--- src/vz_pkg.sv ---
package vz_pkg;

	typedef logic [15:0] addr_t;
	typedef logic [7:0]  data_t;
	typedef logic [63:0] key_matrix_t;	// Row*8+column, 1 = released
	typedef logic [6:0]  key_ext_t;	// RShift Esc Up Left Right Down BkSp from bit 0
	typedef logic [5:0]  joy_t;	// Arm fire right left down up, 1 = pressed

	typedef enum logic [1:0] {REG_NONE, REG_IO, REG_VRAM, REG_RAM} region_e;

	// Scan code lookup result
	typedef struct packed {
		logic       hit;
		logic       ext;
		logic [5:0] idx;
	} key_sel_t;

	localparam int VRAM_AW = 11;
	localparam int RAM_AW  = 14;
	localparam data_t OPEN_BUS = 8'hFF;

	localparam addr_t IO_BASE   = 16'h6800;
	localparam addr_t VRAM_BASE = 16'h7000;
	localparam addr_t RAM_BASE  = 16'h7800;
	localparam addr_t RAM_LAST  = 16'hB7FF;
	localparam logic [3:0] JOY_PORT_HI = 4'h2;	// I/O ports 0x20-0x2F

	// PS/2 set 2 codes by matrix position, 0x00 marks an empty slot
	localparam data_t MATRIX_SCAN [64] = '{
		8'h2C, 8'h1D, 8'h00, 8'h24, 8'h15, 8'h2D, 8'h00, 8'h00,	// T W . E Q R
		8'h34, 8'h1B, 8'h14, 8'h23, 8'h1C, 8'h2B, 8'h00, 8'h00,	// G S Ctrl D A F
		8'h32, 8'h22, 8'h12, 8'h21, 8'h1A, 8'h2A, 8'h00, 8'h00,	// B X Shift C Z V
		8'h2E, 8'h1E, 8'h00, 8'h26, 8'h16, 8'h25, 8'h00, 8'h00,	// 5 2 . 3 1 4
		8'h31, 8'h49, 8'h00, 8'h41, 8'h29, 8'h3A, 8'h00, 8'h00,	// N period . comma Space M
		8'h36, 8'h46, 8'h4E, 8'h3E, 8'h45, 8'h3D, 8'h00, 8'h00,	// 6 9 minus 8 0 7
		8'h35, 8'h44, 8'h5A, 8'h43, 8'h4D, 8'h3C, 8'h00, 8'h00,	// Y O Return I P U
		8'h33, 8'h4B, 8'h52, 8'h42, 8'h4C, 8'h3B, 8'h00, 8'h00	// H L colon K semicolon J
	};

	// Same order as key_ext_t
	localparam data_t EXT_SCAN [7] = '{8'h59, 8'h76, 8'h75, 8'h6B, 8'h74, 8'h72, 8'h66};

	function automatic region_e decode_region(input addr_t addr, input logic io);
		if (io)
			return REG_NONE;	// Port space never hits memory
		if (addr >= IO_BASE && addr < VRAM_BASE)
			return REG_IO;
		if (addr >= VRAM_BASE && addr < RAM_BASE)
			return REG_VRAM;
		if (addr >= RAM_BASE && addr <= RAM_LAST)
			return REG_RAM;
		return REG_NONE;
	endfunction

	function automatic key_sel_t scan_to_key(input data_t code);
		key_sel_t sel;
		sel = '0;
		for (int i = 0; i < 64; i++)
		begin
			if (code != 8'h00 && MATRIX_SCAN[i] == code)
			begin
				sel.hit = 1'b1;
				sel.ext = 1'b0;
				sel.idx = 6'(i);
			end
		end
		for (int i = 0; i < 7; i++)
		begin
			if (EXT_SCAN[i] == code)
			begin
				sel.hit = 1'b1;
				sel.ext = 1'b1;
				sel.idx = 6'(i);
			end
		end
		return sel;
	endfunction

endpackage

--- src/vz_bus_ctrl.sv ---
`timescale 1ns/1ps

module vz_bus_ctrl (
	input  logic            CLK50MHZ,
	input  logic            RESET_N,
	input  logic            req_i,
	input  logic            io_i,
	input  logic            wr_i,
	input  vz_pkg::addr_t   addr_i,
	input  vz_pkg::data_t   wdata_i,
	output logic            ack_o,
	output vz_pkg::data_t   rdata_o,
	output vz_pkg::addr_t   mem_addr_o,
	output vz_pkg::data_t   mem_wdata_o,
	output logic            ram_we_o,
	output logic            vram_we_o,
	output logic            latch_we_o,
	input  vz_pkg::data_t   ram_rdata_i,
	input  vz_pkg::data_t   vram_rdata_i,
	input  vz_pkg::data_t   kbd_rdata_i,
	input  vz_pkg::data_t   joy_rdata_i
);

	typedef enum logic [1:0] {IDLE, ACCESS, CAPTURE, ACK} state_e;

	state_e           state;
	logic             io_q;
	logic             wr_q;
	vz_pkg::addr_t    addr_q;
	vz_pkg::data_t    wdata_q;
	vz_pkg::region_e  region;
	logic             wr_cycle;
	vz_pkg::data_t    rd_sel;

	// Request copy held for the whole transfer
	always_ff @(posedge CLK50MHZ)
	begin
		if (state == IDLE && req_i)
		begin
			io_q    <= io_i;
			wr_q    <= wr_i;
			addr_q  <= addr_i;
			wdata_q <= wdata_i;
		end
	end

	assign region = vz_pkg::decode_region(addr_q, io_q);
	assign wr_cycle = (state == ACCESS) && wr_q;	// Single cycle after sampling

	assign ram_we_o    = wr_cycle && (region == vz_pkg::REG_RAM);
	assign vram_we_o   = wr_cycle && (region == vz_pkg::REG_VRAM);
	assign latch_we_o  = wr_cycle && (region == vz_pkg::REG_IO);
	assign mem_addr_o  = addr_q;
	assign mem_wdata_o = wdata_q;

	always_comb
	begin
		rd_sel = vz_pkg::OPEN_BUS;
		if (!wr_q)
		begin
			if (io_q)
			begin
				if (addr_q[7:4] == vz_pkg::JOY_PORT_HI)
					rd_sel = joy_rdata_i;
			end
			else
			begin
				case (region)
					vz_pkg::REG_RAM:  rd_sel = ram_rdata_i;
					vz_pkg::REG_VRAM: rd_sel = vram_rdata_i;
					vz_pkg::REG_IO:   rd_sel = kbd_rdata_i;	// Keyboard rows
					default:          rd_sel = vz_pkg::OPEN_BUS;
				endcase
			end
		end
	end

	always_ff @(posedge CLK50MHZ or negedge RESET_N)
	begin
		if (!RESET_N)
		begin
			state   <= IDLE;
			ack_o   <= 1'b0;
			rdata_o <= vz_pkg::OPEN_BUS;
		end
		else
		begin
			ack_o <= (state == ACK);	// Trails the state by one cycle
			case (state)
				IDLE:
					if (req_i)
						state <= ACCESS;
				ACCESS:
					state <= CAPTURE;	// RAM read data lands here
				CAPTURE:
				begin
					rdata_o <= rd_sel;
					state   <= ACK;
				end
				ACK:
					if (!req_i)
						state <= IDLE;
				default:
					state <= IDLE;
			endcase
		end
	end

endmodule

--- config.mk ---
export PLATFORM = sky130hd
export DESIGN_NAME = vz_bus_ctrl
export DESIGN_NICKNAME = d
export VERILOG_FILES = /design/src/vz_pkg.sv /design/src/vz_bus_ctrl.sv
export SDC_FILE = /design/constraint.sdc
export NUM_CORES = 1
export LEC_CHECK = 0
export BUFFER_PORTS_ARGS = -buffer_cell sky130_fd_sc_hd__buf_2
export CAP_MARGIN = 5
export CORE_MARGIN = 2
export CORE_UTILIZATION = 25
export CTS_CLUSTER_SIZE = 20
export DETAILED_ROUTE_END_ITERATION = 10
export PLACE_DENSITY = 0.52
export SKIP_CTS_REPAIR_TIMING = 1
export SLEW_MARGIN = 5
export SYNTH_ARGS = -nofsm -noshare
export SYNTH_HDL_FRONTEND = slang
export SYNTH_SLANG_ARGS = --single-unit
export TNS_END_PERCENT = 1
--- constraint.sdc ---
create_clock -name CLK50MHZ -period 5.04 [get_ports CLK50MHZ]
set_input_delay 0.504 -clock CLK50MHZ [delete_from_list [all_inputs] [get_ports CLK50MHZ]]
set_output_delay 0.504 -clock CLK50MHZ [all_outputs]
set_load 0.005 [all_outputs]
## Word-level counts from Yosys, hierarchy flattened

Cells that the tools add are included.

| word-level totals | value |
|---|---|
| register bits | 37 |

| operators by class | value |
|---|---|
| order comparisons | 6 |
| eq/ne operators | 9 |
| muxes and demuxes | 25 |
| reduce and logical (&&, ||, !) cells | 10 |

Operators with widths:

| kind | count |
|---|---|
| $ge A16 B15 Y1 const B | 3 |
| $lt A16 B15 Y1 const B | 2 |
| $mux W8 | 3 |
| $pmux W8 S3 | 1 |
| $mux W2 | 10 |
| $le A16 B16 Y1 const B | 1 |
| $mux W1 | 10 |
| $eq A2 B2 Y1 const B | 4 |
| $logic_and A1 B1 Y1 | 8 |
| $pmux W2 S4 | 1 |
| $eq A2 B1 Y1 const B | 2 |
| $eq A4 B2 Y1 const B | 1 |
| $ne A2 B2 Y1 const B | 2 |
| $logic_not A2 Y1 | 1 |
| $reduce_and A2 Y1 | 1 |

## Logic depth before layout (Yosys ltp)

| logic depth | value |
|---|---|
| depth after elaboration | 17 |
| mapped depth | 6 |
| mapped depth without buffers | 6 |

## Worst setup path before layout

OpenSTA, ideal clock, no wires.

| timing | value |
|---|---|
| path type | reg2out |
| from | reg addr_q[11], in the netlist mem_addr_o[11] |
| to | out ram_we_o |
| arrival time | 1.199 ns |
| setup slack | 3.337 ns |
| cell stages (with the launch flop) | 4 |
| path buffers | 0 |
| cells stage by stage | edfxtp_1 -> and3_4 -> mux2i_4 -> and4b_1 |

| on the way | value |
|---|---|
| word-level cells in the longest chain between the ends | 12 |
| elaborated cells between the ends (all ways) | 27 |
| those cells by class | order compare: 6; eq/ne: 1; mux: 16; reduce/logical: 4 |

Ends and longest elaborated chain:

| item | RTL line | source |
|---|---|---|
| start: declaration | vz_bus_ctrl.sv:29 | `vz_pkg::addr_t addr_q;` |
| start signal: assignment | vz_bus_ctrl.sv:42 | `addr_q <= addr_i;` |
| $ge A16 B15 Y1 or $le A16 B16 Y1 (tied branches) | vz_pkg.sv:50 | `if (addr >= RAM_BASE && addr <= RAM_LAST)` |
| $logic_and A1 B1 Y1 | vz_pkg.sv:50 |  |
| $mux W1 (2 in a row) | vz_pkg.sv:50 |  |
| $mux W1 | vz_pkg.sv:48 | `if (addr >= VRAM_BASE && addr < RAM_BASE)` |
| $mux W1 | vz_pkg.sv:46 | `if (addr >= IO_BASE && addr < VRAM_BASE)` |
| $mux W2 | vz_pkg.sv:52 | `return REG_NONE;` |
| $mux W2 | vz_pkg.sv:50 |  |
| $mux W2 * | vz_pkg.sv:48 |  |
| $mux W2 * | vz_pkg.sv:46 |  |
| $eq A2 B2 Y1 * | vz_bus_ctrl.sv:50 | `assign ram_we_o = wr_cycle && (region == vz_pkg::REG_RAM);` |
| $logic_and A1 B1 Y1 * | vz_bus_ctrl.sv:50 |  |
| end: declaration | vz_bus_ctrl.sv:15 | `output logic ram_we_o,` |

Mark *: on every way between the ends. The rest lies on a longest branch, timed or not. The select of a mux whose other input is x is not followed.

## Worst setup path in the final report

| timing | value |
|---|---|
| from | reg io_q |
| to | out vram_we_o |

| on the way | value |
|---|---|
| word-level cells in the longest chain between the ends | 4 |

Ends and longest elaborated chain:

| item | RTL line | source |
|---|---|---|
| start: declaration | vz_bus_ctrl.sv:27 | `logic io_q;` |
| start signal: assignment | vz_bus_ctrl.sv:40 | `io_q <= io_i;` |
| $mux W1 | vz_pkg.sv:44 | `if (io)` |
| $mux W2 | vz_pkg.sv:46 |  |
| $eq A2 B2 Y1 | vz_bus_ctrl.sv:51 | `assign vram_we_o = wr_cycle && (region == vz_pkg::REG_VRAM);` |
| $logic_and A1 B1 Y1 | vz_bus_ctrl.sv:51 |  |
| end: declaration | vz_bus_ctrl.sv:16 | `output logic vram_we_o,` |

No other way between the ends.

==> flow_summary.toml <==
[synthesis]
yosysWarnings = 0
yosysTopAreaCell = "edfxtp_1"
synth-seq-cells = 37
syn_nets = 169
synth-edff-count = 26
yosysMostFrequentCell = "edfxtp_1"
synthTopCellsByCount = "edfxtp_1, o22ai_1, dfstp_2, nand3b_1"
postSynthAreaPerCell_um2 = 15.6
synthArstFlopShare_pct = 29.7
ys.flop_type = "edfxtp_1"
seq_area_frac_synth_pct = 66.5
synthCells = 103
synthesis.area_um2 = 1600
synth_top_area_share_pct = 48.7
ys_types = 32
synth.area.top_cells = "edfxtp_1, dfstp_2, dfrtp_1"

[cells_and_area]
area_growth_syn_to_layout_pct = 40.2
n_antenna_cell = 0
final_nets = 270
layout.cells.non_filler = 282
drive_gt1_share_pct = 58.0
fin_area_um2 = 2250
postLayoutCoreUtil_pct = 35.8

[placement]
gp_congestion = 0.790
placed_area_um2 = 2170
port_buffers = 96
pre_cts_ws_ps = 3020
dp_hpwl_um = 3220
dp_cells = 274

[floorplan]
fp.coreArea_um2 = 6280
dieArea_um2 = 7070
start_util_pct = 25.5
die_w_um = 84.1
die_height_um = 84.1
io_pins = 97
rows = 29

[global_routing]
grt_pass1_wl_um = 6670
grt_max_degree = 27
grt-ovfl-total = 0
grt_pass1_vias = 1396
antenna_found_initial = 0
track_usage_pct = 12.1

[outcome]
outcome = "finished clean"

[route]
drc = 0
routed_wl_um = 4110
ant_nets = 0
vias = 1315
via_per_inst = 4.66
first_pass_iters = 4
wl_per_cell_um = 14.6
drt_iter0_drc = 68

[clock_network]
numClockSinks = 37
cts_buffers = 5
htreeDepth = 2
tritoncts = "yes"
insertion_delay_ps = 280
cts_buffer_depth = 2
cts.clk_slew.worst_paths_ps = 70
cts-root-buf = "clkbuf_8"

[min_path]
hp-class = "input pin to asynchronous set/reset pin"

[power]
ir_worst_vdd_uv = 201
power_uw = 930
p_per_area_nw_per_um2 = 414
power_leakage_nw = 0.942

[sta]
final-hold-violation-count = 0
max_freq_mhz = 440
setup_viol = 0
rsz0062_at_grt = "false"
slew_headroom_pct = 64.7
finalCriticalPeriod_ps = 2270
fin_ws_ps = 2770
fin_crit_sh_pct = 45.1
fin_worst_skew_ps = 6.82
tightest_slew_ps = 526
whs_ps = 85.4
slew_violations = 0
setup_tns_ps = 0

[worst_setup_path]
crit_slowest_cell = "nor4_4"
path_buf_inv = 1
crit_required_ps = 4540
worstPathArrival_ps = 1770
crit_type = "register to primary output"
worstPathMaxFanout = 13
crit_family = "simple AND/OR/NAND/NOR gates"
slowest_delay_ps = 570
crit_path_cell_trace = "nor4_4 > and3_2 > buf_2"
end_kind = "primary output"
startpoint_type = "register"

[job]
max-cap-violations = 0
-- sequential cells by signal, summed over array words and instances (netlist names) --
register and count:
ack_o 1, mem_addr_o 16, mem_wdata_o 8, rdata_o 8
io_q 1, state 2, wr_q 1
-- kinds of logic after synthesis --
family | synth area share (%)
flops | 66.5
fa+ha+maj | 3.90
mux | 2.03
buf+inv | 1.80
compound gates | 13.0
simple gates | 12.7
-- cell usage in the layout, fill, tap and decap left out, types with 2 or more instances in the layout --
cell type / n
inv_1: 2
a31oi_1: 7
buf_2: 96
ha_1: 5
edfxtp_1: 26
o22ai_1: 9
nand3b_1: 8
dfrtp_1: 3
nand2_1: 2
clkbuf_8: 5
dfstp_2: 8
clkinv_1: 2
nor2_1: 2
a22oi_1: 7
o21ai_0: 3
-- power breakdown --
| part | internal [mW] | total, mW | switching (mW) |
|---|---|---|---|
| combinational | 0.119 | 0.259 | 0.140 |
| clock | 0.0930 | 0.192 | 0.0987 |
| sequential | 0.434 | 0.479 | 0.0453 |
| total | 0.646 | 0.930 | 0.284 |
-- routing by layer --
layer / GRT usage, % / wire, µm / vias up
li1: - / - / 615
met1: 15.3 / 1780 / 590
met2: 17.2 / 1620 / 103
met3: 6.92 / 644 / 7
met4: 3.96 / 65 / 0
met5: 0 / 0 / -
-- path summary, 6_finish.rpt --
path                                        start                        to  slack, ps  depth (start not counted)
max                                io_q$_DFFE_PP_                 vram_we_o       2770                          3
min reg2reg                rdata_o[7]$_DFFE_PN1P_    rdata_o[7]$_DFFE_PN1P_        580                          2
min in group CLK50MHZ                  addr_i[14]  mem_addr_o[14]$_DFFE_PP_        390                          1
max in group asynchronous                 RESET_N    rdata_o[3]$_DFFE_PN1P_       4690                          1
max reg2reg                  state[0]$_DFFE_PN0P_    rdata_o[6]$_DFFE_PN1P_       3020                          6
min                                       RESET_N      state[1]$_DFFE_PN0P_         90                          1
-- worst reg2reg max path, stage by stage, from the launching register on --
cell and delay, ps:
dfrtp_1 400, inv_1 130, ha_1 400, nor4bb_1 340
nand3_1 320, o22ai_1 320, a31oi_4 40
-- final cells by class --
| type | instances | area (µm²) |
|---|---|---|
| fillers | 644 | 4030 |
| flip-flops and latches | 37 | 1070 |
| multi-input cells | 61 | 508 |
| repair buffers | 97 | 488 |
| well taps | 77 | 96.3 |
| clock buffers | 5 | 68.8 |
| clock inverters | 3 | 12.5 |
| inverters | 2 | 7.51 |
Power figures use the tool's default switching activity.
