**src/vz_pkg.sv**
```systemverilog
package vz_pkg;

	typedef logic [15:0] addr_t;
	typedef logic [7:0]  data_t;
	typedef logic [63:0] key_matrix_t;	// Row*8+column, 1 = released
	typedef logic [6:0]  key_ext_t;	// RShift Esc Up Left Right Down BkSp from bit 0
	typedef logic [5:0]  joy_t;	// Arm fire right left down up, 1 = pressed

	typedef enum logic [1:0] {REG_NONE, REG_IO, REG_VRAM, REG_RAM} region_e;

	// Scan code lookup result
	typedef struct packed {
		logic       hit;
		logic       ext;
		logic [5:0] idx;
	} key_sel_t;

	localparam int VRAM_AW = 11;
	localparam int RAM_AW  = 14;
	localparam data_t OPEN_BUS = 8'hFF;

	localparam addr_t IO_BASE   = 16'h6800;
	localparam addr_t VRAM_BASE = 16'h7000;
	localparam addr_t RAM_BASE  = 16'h7800;
	localparam addr_t RAM_LAST  = 16'hB7FF;
	localparam logic [3:0] JOY_PORT_HI = 4'h2;	// I/O ports 0x20-0x2F

	// PS/2 set 2 codes by matrix position, 0x00 marks an empty slot
	localparam data_t MATRIX_SCAN [64] = '{
		8'h2C, 8'h1D, 8'h00, 8'h24, 8'h15, 8'h2D, 8'h00, 8'h00,	// T W . E Q R
		8'h34, 8'h1B, 8'h14, 8'h23, 8'h1C, 8'h2B, 8'h00, 8'h00,	// G S Ctrl D A F
		8'h32, 8'h22, 8'h12, 8'h21, 8'h1A, 8'h2A, 8'h00, 8'h00,	// B X Shift C Z V
		8'h2E, 8'h1E, 8'h00, 8'h26, 8'h16, 8'h25, 8'h00, 8'h00,	// 5 2 . 3 1 4
		8'h31, 8'h49, 8'h00, 8'h41, 8'h29, 8'h3A, 8'h00, 8'h00,	// N period . comma Space M
		8'h36, 8'h46, 8'h4E, 8'h3E, 8'h45, 8'h3D, 8'h00, 8'h00,	// 6 9 minus 8 0 7
		8'h35, 8'h44, 8'h5A, 8'h43, 8'h4D, 8'h3C, 8'h00, 8'h00,	// Y O Return I P U
		8'h33, 8'h4B, 8'h52, 8'h42, 8'h4C, 8'h3B, 8'h00, 8'h00	// H L colon K semicolon J
	};

	// Same order as key_ext_t
	localparam data_t EXT_SCAN [7] = '{8'h59, 8'h76, 8'h75, 8'h6B, 8'h74, 8'h72, 8'h66};

	function automatic region_e decode_region(input addr_t addr, input logic io);
		if (io)
			return REG_NONE;	// Port space never hits memory
		if (addr >= IO_BASE && addr < VRAM_BASE)
			return REG_IO;
		if (addr >= VRAM_BASE && addr < RAM_BASE)
			return REG_VRAM;
		if (addr >= RAM_BASE && addr <= RAM_LAST)
			return REG_RAM;
		return REG_NONE;
	endfunction

	function automatic key_sel_t scan_to_key(input data_t code);
		key_sel_t sel;
		sel = '0;
		for (int i = 0; i < 64; i++)
		begin
			if (code != 8'h00 && MATRIX_SCAN[i] == code)
			begin
				sel.hit = 1'b1;
				sel.ext = 1'b0;
				sel.idx = 6'(i);
			end
		end
		for (int i = 0; i < 7; i++)
		begin
			if (EXT_SCAN[i] == code)
			begin
				sel.hit = 1'b1;
				sel.ext = 1'b1;
				sel.idx = 6'(i);
			end
		end
		return sel;
	endfunction

endpackage

```
**src/vz_io_port.sv**
```systemverilog
`timescale 1ns/1ps

module vz_io_port (
	input  logic            CLK50MHZ,
	input  logic            RESET_N,
	input  logic            latch_we_i,
	input  vz_pkg::data_t   wdata_i,
	input  logic [3:0]      addr_low_i,
	input  vz_pkg::joy_t    joy1_i,
	input  vz_pkg::joy_t    joy2_i,
	output vz_pkg::data_t   joy_rdata_o,
	output logic [1:0]      spk_o,
	output logic            cass_out_o,
	output logic            vdg_ag_o,
	output logic            vdg_css_o
);

	vz_pkg::data_t joy1_dir;
	vz_pkg::data_t joy1_arm;
	vz_pkg::data_t joy2_dir;
	vz_pkg::data_t joy2_arm;

	// Output latch, only the used bits are kept
	always_ff @(posedge CLK50MHZ or negedge RESET_N)
	begin
		if (!RESET_N)
		begin
			spk_o      <= 2'b00;
			cass_out_o <= 1'b0;
			vdg_ag_o   <= 1'b0;
			vdg_css_o  <= 1'b0;
		end
		else if (latch_we_i)
		begin
			spk_o      <= {wdata_i[0], wdata_i[5]};	// Speaker pair
			cass_out_o <= wdata_i[2];
			vdg_ag_o   <= wdata_i[3];	// Graphics mode
			vdg_css_o  <= wdata_i[4];	// Colour set
		end
	end

	// Active low source bytes
	assign joy1_dir = {3'b111, ~joy1_i[4:0]};
	assign joy1_arm = {3'b111, ~joy1_i[5], 4'b1111};
	assign joy2_dir = {3'b111, ~joy2_i[4:0]};
	assign joy2_arm = {3'b111, ~joy2_i[5], 4'b1111};

	// Each low address bit enables one source
	assign joy_rdata_o = (addr_low_i[0] ? 8'hFF : joy1_dir) &
		(addr_low_i[1] ? 8'hFF : joy1_arm) &
		(addr_low_i[2] ? 8'hFF : joy2_dir) &
		(addr_low_i[3] ? 8'hFF : joy2_arm);

endmodule

```
**config.mk**
```make
export PLATFORM = sky130hd
export DESIGN_NAME = vz_io_port
export DESIGN_NICKNAME = d
export VERILOG_FILES = /design/src/vz_pkg.sv /design/src/vz_io_port.sv
export SDC_FILE = /design/constraint.sdc
export NUM_CORES = 1
export LEC_CHECK = 0
export ABC_AREA = 1
export ABC_CLOCK_PERIOD_IN_PS = 800
export BUFFER_PORTS_ARGS = -buffer_cell sky130_fd_sc_hd__buf_2
export CAP_MARGIN = 10
export CORE_AREA = 2 2 39 41
export DETAILED_ROUTE_END_ITERATION = 10
export DIE_AREA = 0 0 41 43
export GPL_ROUTABILITY_DRIVEN = 0
export PLACE_DENSITY = 0.67
export SETUP_SLACK_MARGIN = 0.4
export SYNTH_ARGS = -nofsm -noshare
export SYNTH_HDL_FRONTEND = slang
export SYNTH_SLANG_ARGS = --single-unit
```
**constraint.sdc**
```tcl
create_clock -name CLK50MHZ -period 0.8 [get_ports CLK50MHZ]
set_input_delay 0.16 -clock CLK50MHZ [delete_from_list [all_inputs] [get_ports CLK50MHZ]]
set_output_delay 0.16 -clock CLK50MHZ [all_outputs]
set_load 0.01 [all_outputs]
```
### Yosys cells after proc, flatten, opt, wreduce, memory -nomap -nowiden

Cells that the tools add are included.

| word-level totals | value |
|---|---|
| bits in registers | 5 |
| word-level logic and storage cells | 15 |

| operators by class | value |
|---|---|
| mux-type cells | 4 |
| bitwise gates (word level) | 7 |

Operator list:

| kind | number |
|---|---|
| $and 8x8->8 | 3 |
| $mux 5 | 4 |
| $not 5->5 | 2 |
| $not 1->1 | 2 |

### Depth between registers and ports, before layout

Gate-level depths: netlist of the first run.

| logic depth | value |
|---|---|
| word-level depth | 5 |
| gate-level depth with buffers | 4 |

### Worst setup path before layout of the first run

No wires, ideal clock.

| timing path | value |
|---|---|
| kind | flip-flop to flip-flop |
| start | register vdg_css_o (netlist name) |
| end | register vdg_css_o |
| setup time | 117 ps |
| data arrival time | 503 ps |
| setup slack | 180 ps |
| cell stages (with the launch flop) | 3 |
| buffers on the path | 0 |
| path through | dfrtp_1 -> inv_1 -> o21ai_2 |

RTL lines:

| item | line | source |
|---|---|---|
| to (signal assigned) | vz_io_port.sv:38 | `vdg_css_o <= wdata_i[4];` |
| to (decl) | vz_io_port.sv:15 | `output logic vdg_css_o` |

### Worst setup path after layout of the first run

| timing path | value |
|---|---|
| start | register vdg_css_o |
| end | output port vdg_css_o |

No word-level cell between the ends.

==> results_dict.tcl, run 1 <==
set metrics [dict create \
    worstPathMaxFanout 2 \
    port-buffer-count 33 \
    powerDensity_nw_per_um2 1260 \
    synthCells 52 \
    synthesis.area_um2 333 \
    ranking_of_synthesized_cells_by_area "sky130_fd_sc_hd__dfrtp_1 (38%), sky130_fd_sc_hd__nand2_1 (25%), sky130_fd_sc_hd__inv_1 (12%), sky130_fd_sc_hd__buf_4 (6.8%), sky130_fd_sc_hd__o21ai_1 (6.0%)" \
    clk-insertion-delay-late_ns 0.24 \
    total_track_usage_pct 12.6 \
    synth_xor_area_share_pct 0 \
    unrepaired_setup_endpoints_after_global_routing "true" \
    crit_path_start_kind "flip-flop" \
    worst_path_dominant_cell_family "flip-flops" \
    die-area_um2 1760 \
    ir_drop_uv 592 \
    cts_sinks 5 \
    min_from "wdata_i[4]" \
    worstSetupStartpoint "vdg_css_o" \
    drt.antenna.violating_nets 0 \
    final-setup-viol-count 5 \
    worst_setup_hold_path_clk_slew_ns 0.05 \
    dp_hpwl_um 685 \
    maximum_clock_skew_at_final_layout_ns 0 \
    number_of_synthesized_flops_with_an_enable_pin 0 \
    share_of_async_settable_or_async_resettable_flops_after_synthesis_pct 100 \
    leakage_uw 0.000446 \
    setup_ws_ns -0.122 \
    totalPowerFinal_uw 941 \
    floorplan.die.width_um 41 \
    cts_tree "yes" \
    cell_type_with_the_largest_total_area_after_synthesis "sky130_fd_sc_hd__dfrtp_1" \
    root_buffer "sky130_fd_sc_hd__clkbuf_4" \
    r2r_start "spk_o[1]" \
    final_min_period_over_clock_period_pct 115 \
    synth_compound_area_share_pct 8.65 \
    final_max_slew_viol_count 0 \
    post_synth_mux_area_share_pct 0 \
    max_cap_violations 0 \
    n_fill_cell 136 \
    synth-seq-cells 5 \
    antenna_found_initial 0 \
    drive_gt1_share_pct 78.9 \
    effective_utilization_at_floorplan_pct 24.1 \
    required_time_of_the_critical_path_ns 0.64 \
    post-synth-top-count-cell "sky130_fd_sc_hd__nand2_1" \
    dr_total_vias 425 \
    worst_setup_path_end_kind "primary output" \
    wl_per_cell_um 10.0 \
    cp.buffers_inverters 1 \
    via_count_normalized_by_instance_count 4.01 \
    cts_inserted_buffers 3 \
    drc_violations_left 0 \
    finalHoldViolCount 0 \
    synth.top_cells.by_count "sky130_fd_sc_hd__nand2_1 (22), sky130_fd_sc_hd__inv_1 (11), sky130_fd_sc_hd__dfrtp_1 (5)" \
    worst_hold_path_type "in2reg" \
    dr.first_iter.drc_count 5 \
    syn2layout_area_growth_pct 124 \
    layout.nets 118 \
    worst_path_largest_cell_delay_ns 0.38 \
    critical-path-slowest-cell "sky130_fd_sc_hd__dfrtp_1" \
    violations_in_the_final_reports "negative setup slack" \
    finalWirelength_mm 1.06 \
    fp.dieH_um 43 \
    cp_cell_sequence "buf_2" \
    num_rows 14 \
    whs_ns 0.129 \
    sequential_to_total_area_share_from_yosys_stat_pct 37.6 \
    syn-mean-instance-area_um2 6.40 \
    max_clock_freq_mhz 1080 \
    num_antenna_cells 0 \
    placement.setup.worst_slack_ns -0.0474 \
    ys_types 11 \
    sequential_cell_area_um2 125 \
    grt_pass1_wl_mm 1.49 \
    cts-root-to-sink-buffers 2 \
    synthFlopType "sky130_fd_sc_hd__dfrtp_1" \
    cts_max_level 1 \
    yosys.area_share.simple_pct 27.8 \
    grt_pass1_vias 376 \
    synth_top_area_share_pct 37.6 \
    synth_top_family_by_area "simple AND/OR/NAND/NOR gates" \
    period_needed_ns 0.922 \
    run_status "finished, violations left" \
    core_region_area_um2 1380 \
    num_io_pins 40 \
    grt_overflow 0 \
    worst-endpoint-arrival_ns 0.76 \
    ys.warnings.count 0 \
    path_class "reg2out" \
    multi_input_area_um2 235 \
    post_synth_fa_ha_maj_area_fraction_pct 0 \
    dr.pass1.iters 4 \
    largest_net_degree_at_the_start_of_global_routing 11 \
]
==> placed cells by master, fill, tap and decap left out <==
master	count
sky130_fd_sc_hd__buf_2	25
sky130_fd_sc_hd__nand2_4	10
sky130_fd_sc_hd__nand2_2	8
sky130_fd_sc_hd__inv_2	7
sky130_fd_sc_hd__buf_6	6
sky130_fd_sc_hd__nand2_1	5
sky130_fd_sc_hd__dfrtp_1	5
sky130_fd_sc_hd__inv_1	3
sky130_fd_sc_hd__o21ai_2	3
sky130_fd_sc_hd__conb_1	3
sky130_fd_sc_hd__clkbuf_4	3
sky130_fd_sc_hd__o21ai_1	2
sky130_fd_sc_hd__buf_4	2
sky130_fd_sc_hd__inv_16	1
sky130_fd_sc_hd__inv_12	1
sky130_fd_sc_hd__inv_8	1
sky130_fd_sc_hd__nor2_2	1
sky130_fd_sc_hd__clkinv_2	1
sky130_fd_sc_hd__dlygate4sd3_1	1
sky130_fd_sc_hd__buf_12	1
sky130_fd_sc_hd__buf_8	1
==> layer usage <==
metal | up-vias | track usage (%) | part of all wire (%)
met5 | - | 0 | 0
met4 | 0 | 8.67 | 2.2
met3 | 2 | 2.09 | 4.1
met2 | 12 | 20.3 | 63
met1 | 194 | 14.1 | 31
li1 | 217 | - | -
==> sequential cells by signal (all words and copies together) (netlist names) <==
name        count
cass_out_o      1
vdg_css_o       1
spk_o           2
vdg_ag_o        1
==> layout make-up <==
class	instances	area share [%]
clock inverters	1	0.671
repair buffers	36	33.9
well taps	16	2.68
flip-flops and latches	5	16.8
inverters	13	11.4
multi-input cells	32	31.5
clock buffers	3	3.02
==> path summary, 6_finish.rpt <==
path	end	slack, ns	depth (start not counted)
max in group asynchronous	spk_o[0]	0.43	2
max reg2reg	spk_o[1]	0.11	3
min in group asynchronous	vdg_css_o	0.27	2
min reg2reg	cass_out_o	0.52	2
max	vdg_css_o	-0.12	1
min	vdg_css_o	0.13	3
==> where the power goes <==
| group | internal, µW | total (µW) | leakage (µW) | switching (µW) |
|---|---|---|---|---|
| Combinational | 182 | 362 | 0.000367 | 180 |
| Sequential | 276 | 289 | 0.0000607 | 12.4 |
| Clock | 181 | 290 | 0.0000177 | 109 |
| Total | 639 | 941 | 0.000446 | 302 |
==> logic make-up after synthesis <==
family	after synthesis
buf+inv	17
compound gates	5
other cells	1
flops	5
simple gates	24
==> timing repair <==
action,CTS,global route
setup buffers,0,2
hold buffers,1,0
endpoints found under the setup margin,15,20
endpoints found under the hold margin,5,0
pin swaps,7,8
resized for setup,26,16
==> through the flow <==
stage	std cells	cell area (µm²)	utilization [%]	TNS, ns
after floorplan	54	392	-	0
after global placement	99	543	39.2	-0.0545
after detailed placement	99	543	39.2	-0.0727
after CTS	104	679	49.1	-0.597
after global routing	106	746	53.9	-0.681
final	106	746	53.9	-0.575
Note: power is estimated with default switching activity, not from simulation.
==> run 2, diff against run 1 <==
--- a/config.mk
+++ b/config.mk
@@ -18,3 +18,4 @@
 export SYNTH_ARGS = -nofsm -noshare
 export SYNTH_HDL_FRONTEND = slang
 export SYNTH_SLANG_ARGS = --single-unit
+export TNS_END_PERCENT = 10
==> results_dict.tcl, run 2 (synthesized netlist as in run 1, its figures left out) <==
set metrics [dict create \
    sw_frac_of_total_pct 28.2 \
    cts_max_level 1 \
    dp_hpwl_um 630 \
    grt_pass1_vias 331 \
    worst_hold_path_type "in2async" \
    worst-endpoint-arrival_ns 0.75 \
    most-common-layout-cells "sky130_fd_sc_hd__buf_2 (29), sky130_fd_sc_hd__nand2_1 (15), sky130_fd_sc_hd__inv_1 (9), sky130_fd_sc_hd__nand2_2 (7), sky130_fd_sc_hd__dfrtp_1 (5)" \
    root_buffer "sky130_fd_sc_hd__clkbuf_4" \
    drive_gt1_share_pct 56.8 \
    violations_in_the_final_reports "negative hold slack, negative setup slack" \
    floorplan.die.width_um 41 \
    max_cap_violations 0 \
    total_track_usage_pct 9.49 \
    cts_sinks 5 \
    whs_ns -0.272 \
    cp.buffers_inverters 1 \
    worst_setup_hold_path_clk_slew_ns 0.04 \
    run_status "finished, violations left" \
    max_clock_freq_mhz 1100 \
    leakage_uw 0.000376 \
    maximum_clock_skew_at_final_layout_ns 0 \
    final-setup-viol-count 5 \
    largest_net_degree_at_the_start_of_global_routing 11 \
    via_count_normalized_by_instance_count 3.88 \
    setup_total_negative_slack_ns -0.526 \
    fp.dieH_um 43 \
    cts-root-to-sink-buffers 2 \
    clk-insertion-delay-late_ns 0.24 \
    die-area_um2 1760 \
    p_clk_share_pct 34.2 \
    finalWirelength_um 843 \
    grt_overflow 0 \
    setup_ws_ns -0.110 \
    dr_total_vias 404 \
    crit_path_start_kind "flip-flop" \
    num_rows 14 \
    unrepaired_setup_endpoints_after_global_routing "true" \
    largest_register_ff_count 2 \
    worstPathMaxFanout 2 \
    internal_power_uw 595 \
    placement.setup.worst_slack_ns 0.0207 \
    cts_tree "yes" \
    core_region_area_um2 1380 \
    netSwitchingPower_uw 233 \
    comb_power_share_pct 31.0 \
    mostFrequentLayoutCell "sky130_fd_sc_hd__buf_2" \
    finalHoldViolCount 5 \
    num_io_pins 40 \
    ir_drop_uv 651 \
    drt.antenna.violating_nets 0 \
    register_bank_with_the_most_flops "spk_o" \
    period_needed_ns 0.910 \
    worst_path_largest_cell_delay_ns 0.37 \
    path_class "reg2out" \
    num_antenna_cells 0 \
    cp_cell_sequence "buf_2" \
    cts_inserted_buffers 3 \
    worst_setup_path_end_kind "primary output" \
    effective_utilization_at_floorplan_pct 24.1 \
    powerDensity_nw_per_um2 1390 \
    port-buffer-count 33 \
    dr.first_iter.drc_count 5 \
    wl_per_cell_um 8.11 \
    syn2layout_area_growth_pct 78.9 \
    required_time_of_the_critical_path_ns 0.64 \
    layout.nets 116 \
    drc_violations_left 0 \
    final_min_period_over_clock_period_pct 114 \
    critical-path-slowest-cell "sky130_fd_sc_hd__dfrtp_1" \
    power.share.sequential_pct 34.8 \
    antenna_found_initial 0 \
    final_max_slew_viol_count 0 \
    dr.pass1.iters 4 \
    grt_pass1_wl_mm 1.07 \
    worst_path_dominant_cell_family "flip-flops" \
]
## run 2: cell types whose count changed in the layout (fill, tap and decap cells not counted), sizes merged
cell / before / now
buf: 35 / 34
clkbuf: 3 / 4
clkinv: 1 / 0
dlygate4sd3: 1 / 0
## run 2: what timing repair did
| item | CTS | global route |
|---|---|---|
| gates cloned | 0 | 0 |
| resized for setup | 14 | 8 |
| endpoints found under the setup margin | 15 | 15 |
| pin swaps | 16 | 5 |
| buffers inserted | 0 | 1 |
| hold endpoints to repair | 5 | 5 |
## run 2: layout make-up
type / instances / area [µm²]
multi-input cells: 32 / 155
well taps: 16 / 20.0
flip-flops and latches: 5 / 125
clock buffers: 4 / 26.3
fillers: 139 / 788
repair buffers: 34 / 205
inverters: 13 / 63.8
## run 2: worst paths after layout
check / start / to / slack (ns) / cells after the start
min in group CLK50MHZ: wdata_i[4] / vdg_css_o / 0.13 / 3
max: vdg_ag_o / vdg_ag_o / -0.11 / 1
max reg2reg: cass_out_o / cass_out_o / 0.10 / 3
min reg2reg: spk_o[1] / spk_o[1] / 0.50 / 2
min: RESET_N / cass_out_o / -0.27 / 1
max in group asynchronous: RESET_N / spk_o[0] / 0.94 / 1
## run 2: power groups by stage
stage          Clock (µW)  Combinational [µW]  Sequential, µW
3_3_place_gp            0                 201             291
6_report              283                 257             288
5_1_grt               316                 286             290
2_1_floorplan           0                 101             303
4_1_cts               299                 230             289
3_5_place_dp            0                 204             292
## run 2: layer usage
layer	vias to the layer above	share of wire (%)	global-route usage, %
li1	212	-	-
met1	158	30	5.90
met2	34	50	18.1
met3	0	19	1.57
met4	0	0	10.0
met5	-	0	0
## run 2: stage by stage
step	util (%)	total power [µW]	hold WS, ns	cell area, µm²	std cells
after global placement	35.5	492	-0.0215	492	99
after CTS	40.6	818	-0.279	562	103
after global routing	43.0	892	-0.277	596	104
after detailed placement	35.5	496	-0.0197	492	99
after floorplan	-	404	-0.136	340	54
final	43.0	828	-0.272	596	104
