## config.mk

```make
export PLATFORM = sky130hd
export DESIGN_NAME = vz_keyboard
export DESIGN_NICKNAME = d
export VERILOG_FILES = /design/src/vz_pkg.sv /design/src/vz_keyboard.sv
export SDC_FILE = /design/constraint.sdc
export NUM_CORES = 1
export LEC_CHECK = 0
export BUFFER_PORTS_ARGS = -buffer_cell sky130_fd_sc_hd__buf_4
export CORE_ASPECT_RATIO = 0.75
export CORE_UTILIZATION = 45
export CTS_CLUSTER_DIAMETER = 60
export DETAILED_ROUTE_END_ITERATION = 6
export HOLD_SLACK_MARGIN = 0.05
export PLACE_DENSITY_LB_ADDON = 0.15
export SLEW_MARGIN = 15
export SYNTH_ARGS = -nofsm -noshare
export SYNTH_HDL_FRONTEND = slang
export SYNTH_SLANG_ARGS = --single-unit
```

## constraint.sdc

```tcl
create_clock -name CLK50MHZ -period 1.71 [get_ports CLK50MHZ]
set_clock_uncertainty 0.1 [all_clocks]
set_input_delay 0.342 -clock CLK50MHZ [delete_from_list [all_inputs] [get_ports CLK50MHZ]]
set_output_delay 0.342 -clock CLK50MHZ [all_outputs]
set_load 0.02 [all_outputs]
```

## src/vz_pkg.sv

```systemverilog
package vz_pkg;

	typedef logic [15:0] addr_t;
	typedef logic [7:0]  data_t;
	typedef logic [63:0] key_matrix_t;	// Row*8+column, 1 = released
	typedef logic [6:0]  key_ext_t;	// RShift Esc Up Left Right Down BkSp from bit 0
	typedef logic [5:0]  joy_t;	// Arm fire right left down up, 1 = pressed

	typedef enum logic [1:0] {REG_NONE, REG_IO, REG_VRAM, REG_RAM} region_e;

	// Scan code lookup result
	typedef struct packed {
		logic       hit;
		logic       ext;
		logic [5:0] idx;
	} key_sel_t;

	localparam int VRAM_AW = 11;
	localparam int RAM_AW  = 14;
	localparam data_t OPEN_BUS = 8'hFF;

	localparam addr_t IO_BASE   = 16'h6800;
	localparam addr_t VRAM_BASE = 16'h7000;
	localparam addr_t RAM_BASE  = 16'h7800;
	localparam addr_t RAM_LAST  = 16'hB7FF;
	localparam logic [3:0] JOY_PORT_HI = 4'h2;	// I/O ports 0x20-0x2F

	// PS/2 set 2 codes by matrix position, 0x00 marks an empty slot
	localparam data_t MATRIX_SCAN [64] = '{
		8'h2C, 8'h1D, 8'h00, 8'h24, 8'h15, 8'h2D, 8'h00, 8'h00,	// T W . E Q R
		8'h34, 8'h1B, 8'h14, 8'h23, 8'h1C, 8'h2B, 8'h00, 8'h00,	// G S Ctrl D A F
		8'h32, 8'h22, 8'h12, 8'h21, 8'h1A, 8'h2A, 8'h00, 8'h00,	// B X Shift C Z V
		8'h2E, 8'h1E, 8'h00, 8'h26, 8'h16, 8'h25, 8'h00, 8'h00,	// 5 2 . 3 1 4
		8'h31, 8'h49, 8'h00, 8'h41, 8'h29, 8'h3A, 8'h00, 8'h00,	// N period . comma Space M
		8'h36, 8'h46, 8'h4E, 8'h3E, 8'h45, 8'h3D, 8'h00, 8'h00,	// 6 9 minus 8 0 7
		8'h35, 8'h44, 8'h5A, 8'h43, 8'h4D, 8'h3C, 8'h00, 8'h00,	// Y O Return I P U
		8'h33, 8'h4B, 8'h52, 8'h42, 8'h4C, 8'h3B, 8'h00, 8'h00	// H L colon K semicolon J
	};

	// Same order as key_ext_t
	localparam data_t EXT_SCAN [7] = '{8'h59, 8'h76, 8'h75, 8'h6B, 8'h74, 8'h72, 8'h66};

	function automatic region_e decode_region(input addr_t addr, input logic io);
		if (io)
			return REG_NONE;	// Port space never hits memory
		if (addr >= IO_BASE && addr < VRAM_BASE)
			return REG_IO;
		if (addr >= VRAM_BASE && addr < RAM_BASE)
			return REG_VRAM;
		if (addr >= RAM_BASE && addr <= RAM_LAST)
			return REG_RAM;
		return REG_NONE;
	endfunction

	function automatic key_sel_t scan_to_key(input data_t code);
		key_sel_t sel;
		sel = '0;
		for (int i = 0; i < 64; i++)
		begin
			if (code != 8'h00 && MATRIX_SCAN[i] == code)
			begin
				sel.hit = 1'b1;
				sel.ext = 1'b0;
				sel.idx = 6'(i);
			end
		end
		for (int i = 0; i < 7; i++)
		begin
			if (EXT_SCAN[i] == code)
			begin
				sel.hit = 1'b1;
				sel.ext = 1'b1;
				sel.idx = 6'(i);
			end
		end
		return sel;
	endfunction

endpackage

```

## src/vz_keyboard.sv

```systemverilog
`timescale 1ns/1ps

module vz_keyboard (
	input  logic            CLK50MHZ,
	input  logic            RESET_N,
	input  logic            key_strobe_i,
	input  logic            key_pressed_i,
	input  vz_pkg::data_t   key_code_i,
	input  logic            cass_in_i,
	input  vz_pkg::data_t   row_sel_i,
	output vz_pkg::data_t   kbd_rdata_o
);

	vz_pkg::key_matrix_t  key_q;
	vz_pkg::key_ext_t     ext_q;
	vz_pkg::key_sel_t     sel;
	vz_pkg::key_matrix_t  eff;
	logic                 col;

	assign sel = vz_pkg::scan_to_key(key_code_i);

	always_ff @(posedge CLK50MHZ or negedge RESET_N)
	begin
		if (!RESET_N)
		begin
			key_q <= '1;	// All released
			ext_q <= '1;
		end
		else if (key_strobe_i && sel.hit)
		begin
			if (sel.ext)
				ext_q[sel.idx[2:0]] <= ~key_pressed_i;
			else
				key_q[sel.idx] <= ~key_pressed_i;
		end
	end

	// Extended keys fold onto Ctrl plus a matrix key
	always_comb
	begin
		eff = key_q;
		eff[37] = key_q[37] & ext_q[3] & ext_q[6];	// Left, backspace as M
		eff[36] = key_q[36] & ext_q[5];	// Down as space
		eff[35] = key_q[35] & ext_q[4];	// Right as comma
		eff[33] = key_q[33] & ext_q[2];	// Up as period
		eff[42] = key_q[42] & ext_q[1];	// Esc as minus
		eff[18] = key_q[18] & ext_q[0];	// Right shift, no Ctrl
		eff[10] = key_q[10] & (&ext_q[6:1]);
	end

	// A column reads low if any selected row has it pressed
	always_comb
	begin
		kbd_rdata_o[7] = 1'b1;
		kbd_rdata_o[6] = ~cass_in_i;
		for (int j = 0; j < 6; j++)
		begin
			col = 1'b1;
			for (int r = 0; r < 8; r++)
			begin
				if (!row_sel_i[r] && !eff[r*8+j])
					col = 1'b0;
			end
			kbd_rdata_o[j] = col;
		end
	end

endmodule

```

Word level (Yosys, flattened, before mapping)
Cells that the tools add are included.
{"block": "word_totals", "input_bits": 21, "reg_bits": 71}
{"block": "classes", "n_eq_ne": 52, "bitwise_logic": 11, "n_mux": 107, "magnitude_cmp": 4, "n_reduce_logical": 158}
{"operator": "8-bit two-way mux", "n": 53}
{"operator": "6-bit by 8-bit equality test with 1-bit output (first input constant)", "n": 23}
{"operator": "7-bit by 8-bit equality test with 1-bit output (first input constant)", "n": 20}
{"operator": "1-bit logical AND", "n": 97}
{"operator": "5-bit by 8-bit equality test with 1-bit output (first input constant)", "n": 9}
{"operator": "64-bit bitwise mux", "n": 1}
{"operator": "1-bit logical NOT", "n": 56}
{"operator": "1-bit two-way mux", "n": 50}
{"operator": "1-bit AND", "n": 8}
{"operator": "8-bit logical NOT", "n": 1}
{"operator": "8-bit nonzero test", "n": 1}
{"operator": "7-bit bitwise mux", "n": 1}
{"operator": "6-bit by 7-bit < comparator with 1-bit output (second input constant)", "n": 1}
{"operator": "1-bit demux with 6-bit select", "n": 1}
{"operator": "6-bit by 1-bit >= comparator with 1-bit output (second input constant)", "n": 1}
{"operator": "6-bit AND reduction", "n": 1}
{"operator": "3-bit by 4-bit < comparator with 1-bit output (second input constant)", "n": 1}
{"operator": "2-bit AND reduction", "n": 2}
{"operator": "1-bit demux with 3-bit select", "n": 1}
{"operator": "3-bit by 1-bit >= comparator with 1-bit output (second input constant)", "n": 1}
{"operator": "1-bit NOT", "n": 3}

Depth between registers and ports, before layout
Gate-level depths: netlist (run 1).
{"block": "logic_depth", "depth_word": 60, "mapped_depth": 11}

Least setup slack after synthesis (run 1)
OpenSTA, ideal clock, no wires.
{"block": "synth_path", "path_type": "in2reg", "start": "in key_code_i[3]", "end": "reg key_q[0]", "arrival_time_ns": 2.142, "setup_time_ns": 0.075, "cell_stages": 9, "n_path_buf": 2, "slack_ns": -0.607, "cell_sequence": "buf_4 buf_4 or2b_1 o22ai_1 a22o_1 or4_4 nor3_4 nand3_1 mux2i_1"}
{"block": "synth_between", "elab_chain_len": 59, "elab_cells_between_ends": 162}
{"element": "from (decl)", "line_no": "vz_keyboard.sv:8", "rtl": "input vz_pkg::data_t key_code_i,"}
{"element": "5-bit by 8-bit equality test with 1-bit output or 8-bit nonzero test (tied branches)", "line_no": "vz_pkg.sv:60", "rtl": "if (code != 8'h00 && MATRIX_SCAN[i] == code)"}
{"element": "1-bit logical AND", "line_no": "vz_pkg.sv:60"}
{"element": "8-bit two-way mux (45 in a row)", "line_no": "vz_pkg.sv:60"}
{"element": "8-bit two-way mux (6 in a row)", "line_no": "vz_pkg.sv:69", "rtl": "if (EXT_SCAN[i] == code)"}
{"element": "8-bit two-way mux (*)", "line_no": "vz_pkg.sv:69"}
{"element": "6-bit by 7-bit < comparator with 1-bit output (implied by the code) or 6-bit by 1-bit >= comparator with 1-bit output (tied branches)", "line_no": "vz_keyboard.sv:34", "rtl": "key_q[sel.idx] <= ~key_pressed_i;"}
{"element": "1-bit logical AND (implied by the code)", "line_no": "vz_keyboard.sv:34"}
{"element": "1-bit two-way mux (implied by the code)", "line_no": "vz_keyboard.sv:34"}
{"element": "1-bit demux with 6-bit select", "line_no": "vz_keyboard.sv:34"}
{"element": "64-bit bitwise mux", "line_no": "vz_keyboard.sv:34"}
{"element": "to (signal, indexed assignment)", "line_no": "vz_keyboard.sv:34"}
{"element": "to (decl)", "line_no": "vz_keyboard.sv:14", "rtl": "vz_pkg::key_matrix_t key_q;"}
Every way passes the cells marked *; elsewhere a longest branch is shown, timed or not.
A chain may end at the register's enable or synchronous reset.

Worst setup path after layout (run 1)
{"block": "layout_path", "start": "in key_code_i[5]", "end": "reg key_q[56]"}
Same word-level chain as after synthesis.

==> flow_metrics.tcl, run 1 <==
set metrics [dict create \
    power_uw 3300 \
    cts_tree "built" \
    numCtsBuffers 5 \
    reg2reg_slack_ps 730 \
    drt_iter0_drc 244 \
    grt_antenna_before_repair 0 \
    holdWs_ps 117 \
    clk_pin_slew_worst_paths_ps 110 \
    dieArea_um2 8800 \
    preCtsSetupSlack_ps -847 \
    rsz0062_at_grt "true" \
    die_y_um 81.5 \
    cap_violations 0 \
    drc 0 \
    netlist_instances 430 \
    min_period_over_period_pct 124 \
    synthTopCellsByCount "55 x dfstp_2, 35 x inv_1, 35 x nand2_1" \
    num_rows 28 \
    cp_max_fo 8 \
    viasPerCell 6.04 \
    synth.top_cell.area_share_pct 38.1 \
    synth_area_um2 3790 \
    vias 3922 \
    synthArstFlopShare_pct 100 \
    initial_utilization_pct 47.3 \
    violations "setup timing" \
    start_kind "primary input" \
    synth_area_leader_cell "dfstp_2" \
    wl_um 12900 \
    ys_ff_latch 55 \
    io_pins 29 \
    max_freq_mhz 471 \
    nets 564 \
    syn_area_per_cell_um2 8.82 \
    outcome "finished with violations" \
    synthesis.nets 451 \
    clkSinkCount 55 \
    finalSetupViolCount 58 \
    critical_path_class "primary input to flip-flop" \
    p_leak_uw 0.00272 \
    hold_class "primary input to asynchronous set/reset pin" \
    arrival_ps 2280 \
    ir_drop_uv 492 \
    n_antenna_cell 0 \
    coreArea_um2 8020 \
    ctsHoldBuffers 0 \
    grt_max_degree 56 \
    die_w_um 108 \
    postRouteAntennaNets 0 \
    cts_buffer_depth 2 \
    place_congestion 0.946 \
    port_buffers 27 \
    ys_top_cells_by_area "dfstp_2 38%, mux2i_1 8.7%, o31ai_1 4.6%" \
    routedWlPerCell_um 19.9 \
    grt_pass1_vias 3866 \
    synth_cell_types 65 \
    track_usage_pct 30.8 \
    grt_pass1_wl_um 20400 \
    dp.final_hpwl_um 8750 \
    grt_overflow 0 \
    hold_viol_final 0 \
    min_period_ps 2120 \
    cts_max_level 2 \
    yosys_most_used_dff "dfstp_2" \
    power_density_nw_per_um2 573 \
    required_ps 1870 \
    yosysMostFrequentCell "dfstp_2" \
    tightest_slew_ps 554 \
    slew_headroom_pct 63.1 \
    synth-edff-count 0 \
    drv_slew 0 \
    layout_setup_ws_ps -411 \
    dr.pass1.iters 5 \
    area_growth_pct 52.0 \
    yosysWarnings 0 \
    cp-end-kind "flip-flop" \
    cts_root_buffer "clkbuf_8" \
    clk-insertion-delay-late_ps 320 \
    seq_area_frac_synth_pct 38.1 \
    drive_above_1_share_pct 58.3 \
]
==> critical path, stage by stage <==
cell	delay [ps]
buf_12	110
buf_12	120
nor2b_2	170
buf_4	150
nand4_1	110
nand3_2	100
or4_4	460
nor3_4	280
buf_12	180
nand3_2	80
mux2i_1	170
==> cells by family after synthesis <==
family	after synthesis	synth area share [%]
and+or+nand+nor	145	21.3
xor gates and xnor gates	4	0.924
AOI/OAI and AO/OA	121	21.9
other	1	0.0989
buffers and inverters	71	9.01
muxes	33	8.71
DFF	55	38.1
==> worst paths after layout <==
check / startpoint / to / cells past startpoint
worst max-delay path: key_code_i[5] / key_q[56]$_DFFE_PN1P_ / 11
worst min-delay path: RESET_N / key_q[56]$_DFFE_PN1P_ / 2
worst max register to register: ext_q[1]$_DFFE_PN1P_ / ext_q[1]$_DFFE_PN1P_ / 2
worst min register to register: key_q[2]$_DFFE_PN1P_ / key_q[2]$_DFFE_PN1P_ / 0
max in group asynchronous: RESET_N / key_q[19]$_DFFE_PN1P_ / 2
min in group CLK50MHZ: key_q[2]$_DFFE_PN1P_ / key_q[2]$_DFFE_PN1P_ / 0
==> report_power, final <==
group | internal, uW | total, uW | leakage [uW] | switching [uW]
Clock | 475 | 933 | 0.0000612 | 458
Sequential | 1410 | 1450 | 0.000573 | 41.3
Combinational | 435 | 918 | 0.00209 | 482
==> flip-flops by register name (all words and copies together) (netlist names) <==
register	count
ext_q	7
key_q	48
==> layer usage <==
layer | up-vias | wire, um | global-route usage (%)
met5 | - | 0 | 0
met4 | 0 | 142 | 6.16
met3 | 15 | 1090 | 6.51
met2 | 176 | 5690 | 46.2
met1 | 1943 | 5990 | 45.5
li1 | 1788 | - | -
==> layout by cell type, fill, tap and decap left out, types with 6 or more instances in the layout <==
cell type and instances:
nand3_1 7, o21ai_1 14, nand2_2 12, o31ai_1 19, mux2i_1 33, o22ai_1 12, o21ai_0 11, buf_4 100
clkbuf_8 6, buf_6 25, o21ai_2 6, a21oi_1 6, nand3_2 9, a21oi_2 8, inv_1 35, nand2_4 7
dfstp_2 55, nor2_1 15, buf_12 13, nand2_1 15, nand3b_1 6
==> metrics by stage <==
step	utilization, %	cells	area, um2	TNS [ps]
finish	71.8	649	5760	-16620
global route	71.8	649	5760	-19830
CTS	70.6	648	5670	-13930
detailed placement	60.1	615	4820	-37070
global placement	60.1	615	4820	-36020
floorplan	-	430	4010	-22560
==> area by class of cell <==
cell class / instances / area, um2
repair buffers: 140 / 1340
flip-flops and latches: 55 / 1450
clock inverters: 2 / 35.0
clock buffers: 6 / 82.6
multi-input cells: 305 / 2590
fillers: 577 / 2260
well taps: 105 / 131
inverters: 36 / 138
==> timing repair <==
item,4_1_cts,5_1_grt
setup buffers,25,2
resized for setup,134,27
pin swaps,24,14
hold endpoints to repair,0,0
cloned,2,0
endpoints found under the setup margin,58,58
No activity file was read; power rests on OpenSTA's default activity.
==> run 2: changes to the inputs <==
Settings changed: REMOVE_ABC_BUFFERS set to 1, TNS_END_PERCENT set to 5.
==> flow_metrics.tcl, run 2 (synthesis results as in run 1) <==
set metrics [dict create \
    min_period_over_period_pct 124 \
    layout_setup_ws_ps -417 \
    cp-end-kind "flip-flop" \
    coreArea_um2 8020 \
    reg2reg_slack_ps 710 \
    tightest_slew_ps 697 \
    drv_slew 0 \
    path_cells "buf_4 > or2b_4 > o22ai_1 > a22o_1 > or4_4 > buf_6 > nor3_4 > buf_6 > nand3_1 > mux2i_1" \
    slowest_delay_ps 580 \
    reg.largest.list "key_q: 48 flops, ext_q: 7 flops" \
    critPathSlowestCell "or4_4" \
    dr.pass1.iters 5 \
    routedWlPerCell_um 19.2 \
    grt_max_degree 56 \
    cts_root_buffer "clkbuf_8" \
    outcome "finished with violations" \
    timing.rr.start "ext_q[5]$_DFFE_PN1P_" \
    grt_pass1_wl_um 18900 \
    critPathLaunch "key_code_i[2]" \
    cts_max_level 2 \
    fin_area_um2 5260 \
    clk_pin_slew_worst_paths_ps 100 \
    critical_path_class "primary input to flip-flop" \
    hold_class "flip-flop to flip-flop" \
    clk-insertion-delay-late_ps 310 \
    dp.cells 617 \
    dp.final_hpwl_um 8800 \
    cp_max_fo 8 \
    final-instance-count-excl-fill 629 \
    cp_top_family "simple AND/OR/NAND/NOR gates" \
    p_leak_uw 0.00245 \
    layout_commonest_cell "buf_4" \
    critical_path_buf_inv_count 3 \
    power_uw 3060 \
    finalSetupViolCount 58 \
    drive_above_1_share_pct 49.2 \
    arrival_ps 2270 \
    required_ps 1860 \
    holdWs_ps 272 \
    ctsHoldBuffers 0 \
    cp_common_cell "buf_6" \
    cts_tree "built" \
    num_rows 28 \
    place_congestion 1.03 \
    area_growth_pct 38.6 \
    numCtsBuffers 5 \
    violations "setup timing" \
    clkSinkCount 55 \
    nFillCells 673 \
    grt_pass1_vias 3550 \
    min-delay-start "key_q[34]$_DFFE_PN1P_" \
    drc 0 \
    layout_common_cells "95 x buf_4, 55 x dfstp_2, 35 x inv_1" \
    cts_buffer_depth 2 \
    viasPerCell 5.85 \
    max_freq_mhz 470 \
    nets 544 \
    wl_um 12100 \
    placed_cell_area_um2 4660 \
    cap_violations 0 \
    track_usage_pct 28.4 \
    start_kind "primary input" \
    ir_drop_uv 431 \
    rsz0062_at_grt "true" \
    min_period_ps 2130 \
    largest_register_ffs 48 \
    power_density_nw_per_um2 581 \
    vias 3680 \
    grt_antenna_before_repair 0 \
    die_y_um 81.5 \
    die_w_um 108 \
    port_buffers 27 \
    top_register "key_q" \
    n_antenna_cell 0 \
    dieArea_um2 8800 \
    grt_overflow 0 \
    fin_util_pct 65.5 \
    postRouteAntennaNets 0 \
    drt_iter0_drc 298 \
    initial_utilization_pct 47.3 \
    slew_headroom_pct 53.5 \
    hold_viol_final 0 \
    io_pins 29 \
]
==> run 2: final cells by class <==
class / instances / area [um2] / area share, %
multi-input combinational: 304 / 2370 / 45.1
inverter: 36 / 135 / 2.57
tap: 105 / 131 / 2.50
sequential: 55 / 1450 / 27.5
clock buffer: 8 / 100 / 1.90
timing repair buffer: 121 / 1070 / 20.4
==> run 2: worst reg2reg max path: stages, from the launching register on <==
cell and delay [ps]:
dfstp_2 580, buf_4 120, o21ai_1 50, o31ai_1 70
==> run 2: path summary, 6_finish.rpt <==
check                                        end  cells after the start
max                        key_q[56]$_DFFE_PN1P_                     10
max in group asynchronous   key_q[9]$_DFFE_PN1P_                      1
max reg2reg                 ext_q[5]$_DFFE_PN1P_                      3
min                        key_q[34]$_DFFE_PN1P_                      0
min in group asynchronous  key_q[10]$_DFFE_PN1P_                      1
min reg2reg                key_q[34]$_DFFE_PN1P_                      0
==> run 2: layer usage <==
layer	wire length, um	global-route usage (%)	part of all wire (%)
met5	0	0	0
met3	887	6.59	7.4
met1	6140	44.6	51
met2	4970	39.7	41
met4	49	3.97	0.41
==> run 2: power by group <==
part / switching [uW] / internal (uW)
combinational: 437 / 368
sequential: 37.5 / 1410
clock: 431 / 371
==> run 2: what timing repair did <==
action,CTS,global route
endpoints found under the setup margin,58,58
cloned,0,0
gates resized for setup,55,71
pin swaps,17,20
buffers inserted,2,2
==> run 2: per-stage QoR <==
stage               setup slack, ps  setup TNS, ps
finish                         -417         -16840
global route                   -477         -21220
CTS                            -432         -19100
detailed placement             -986         -42940
global placement               -909         -41950
floorplan                      -463         -20010
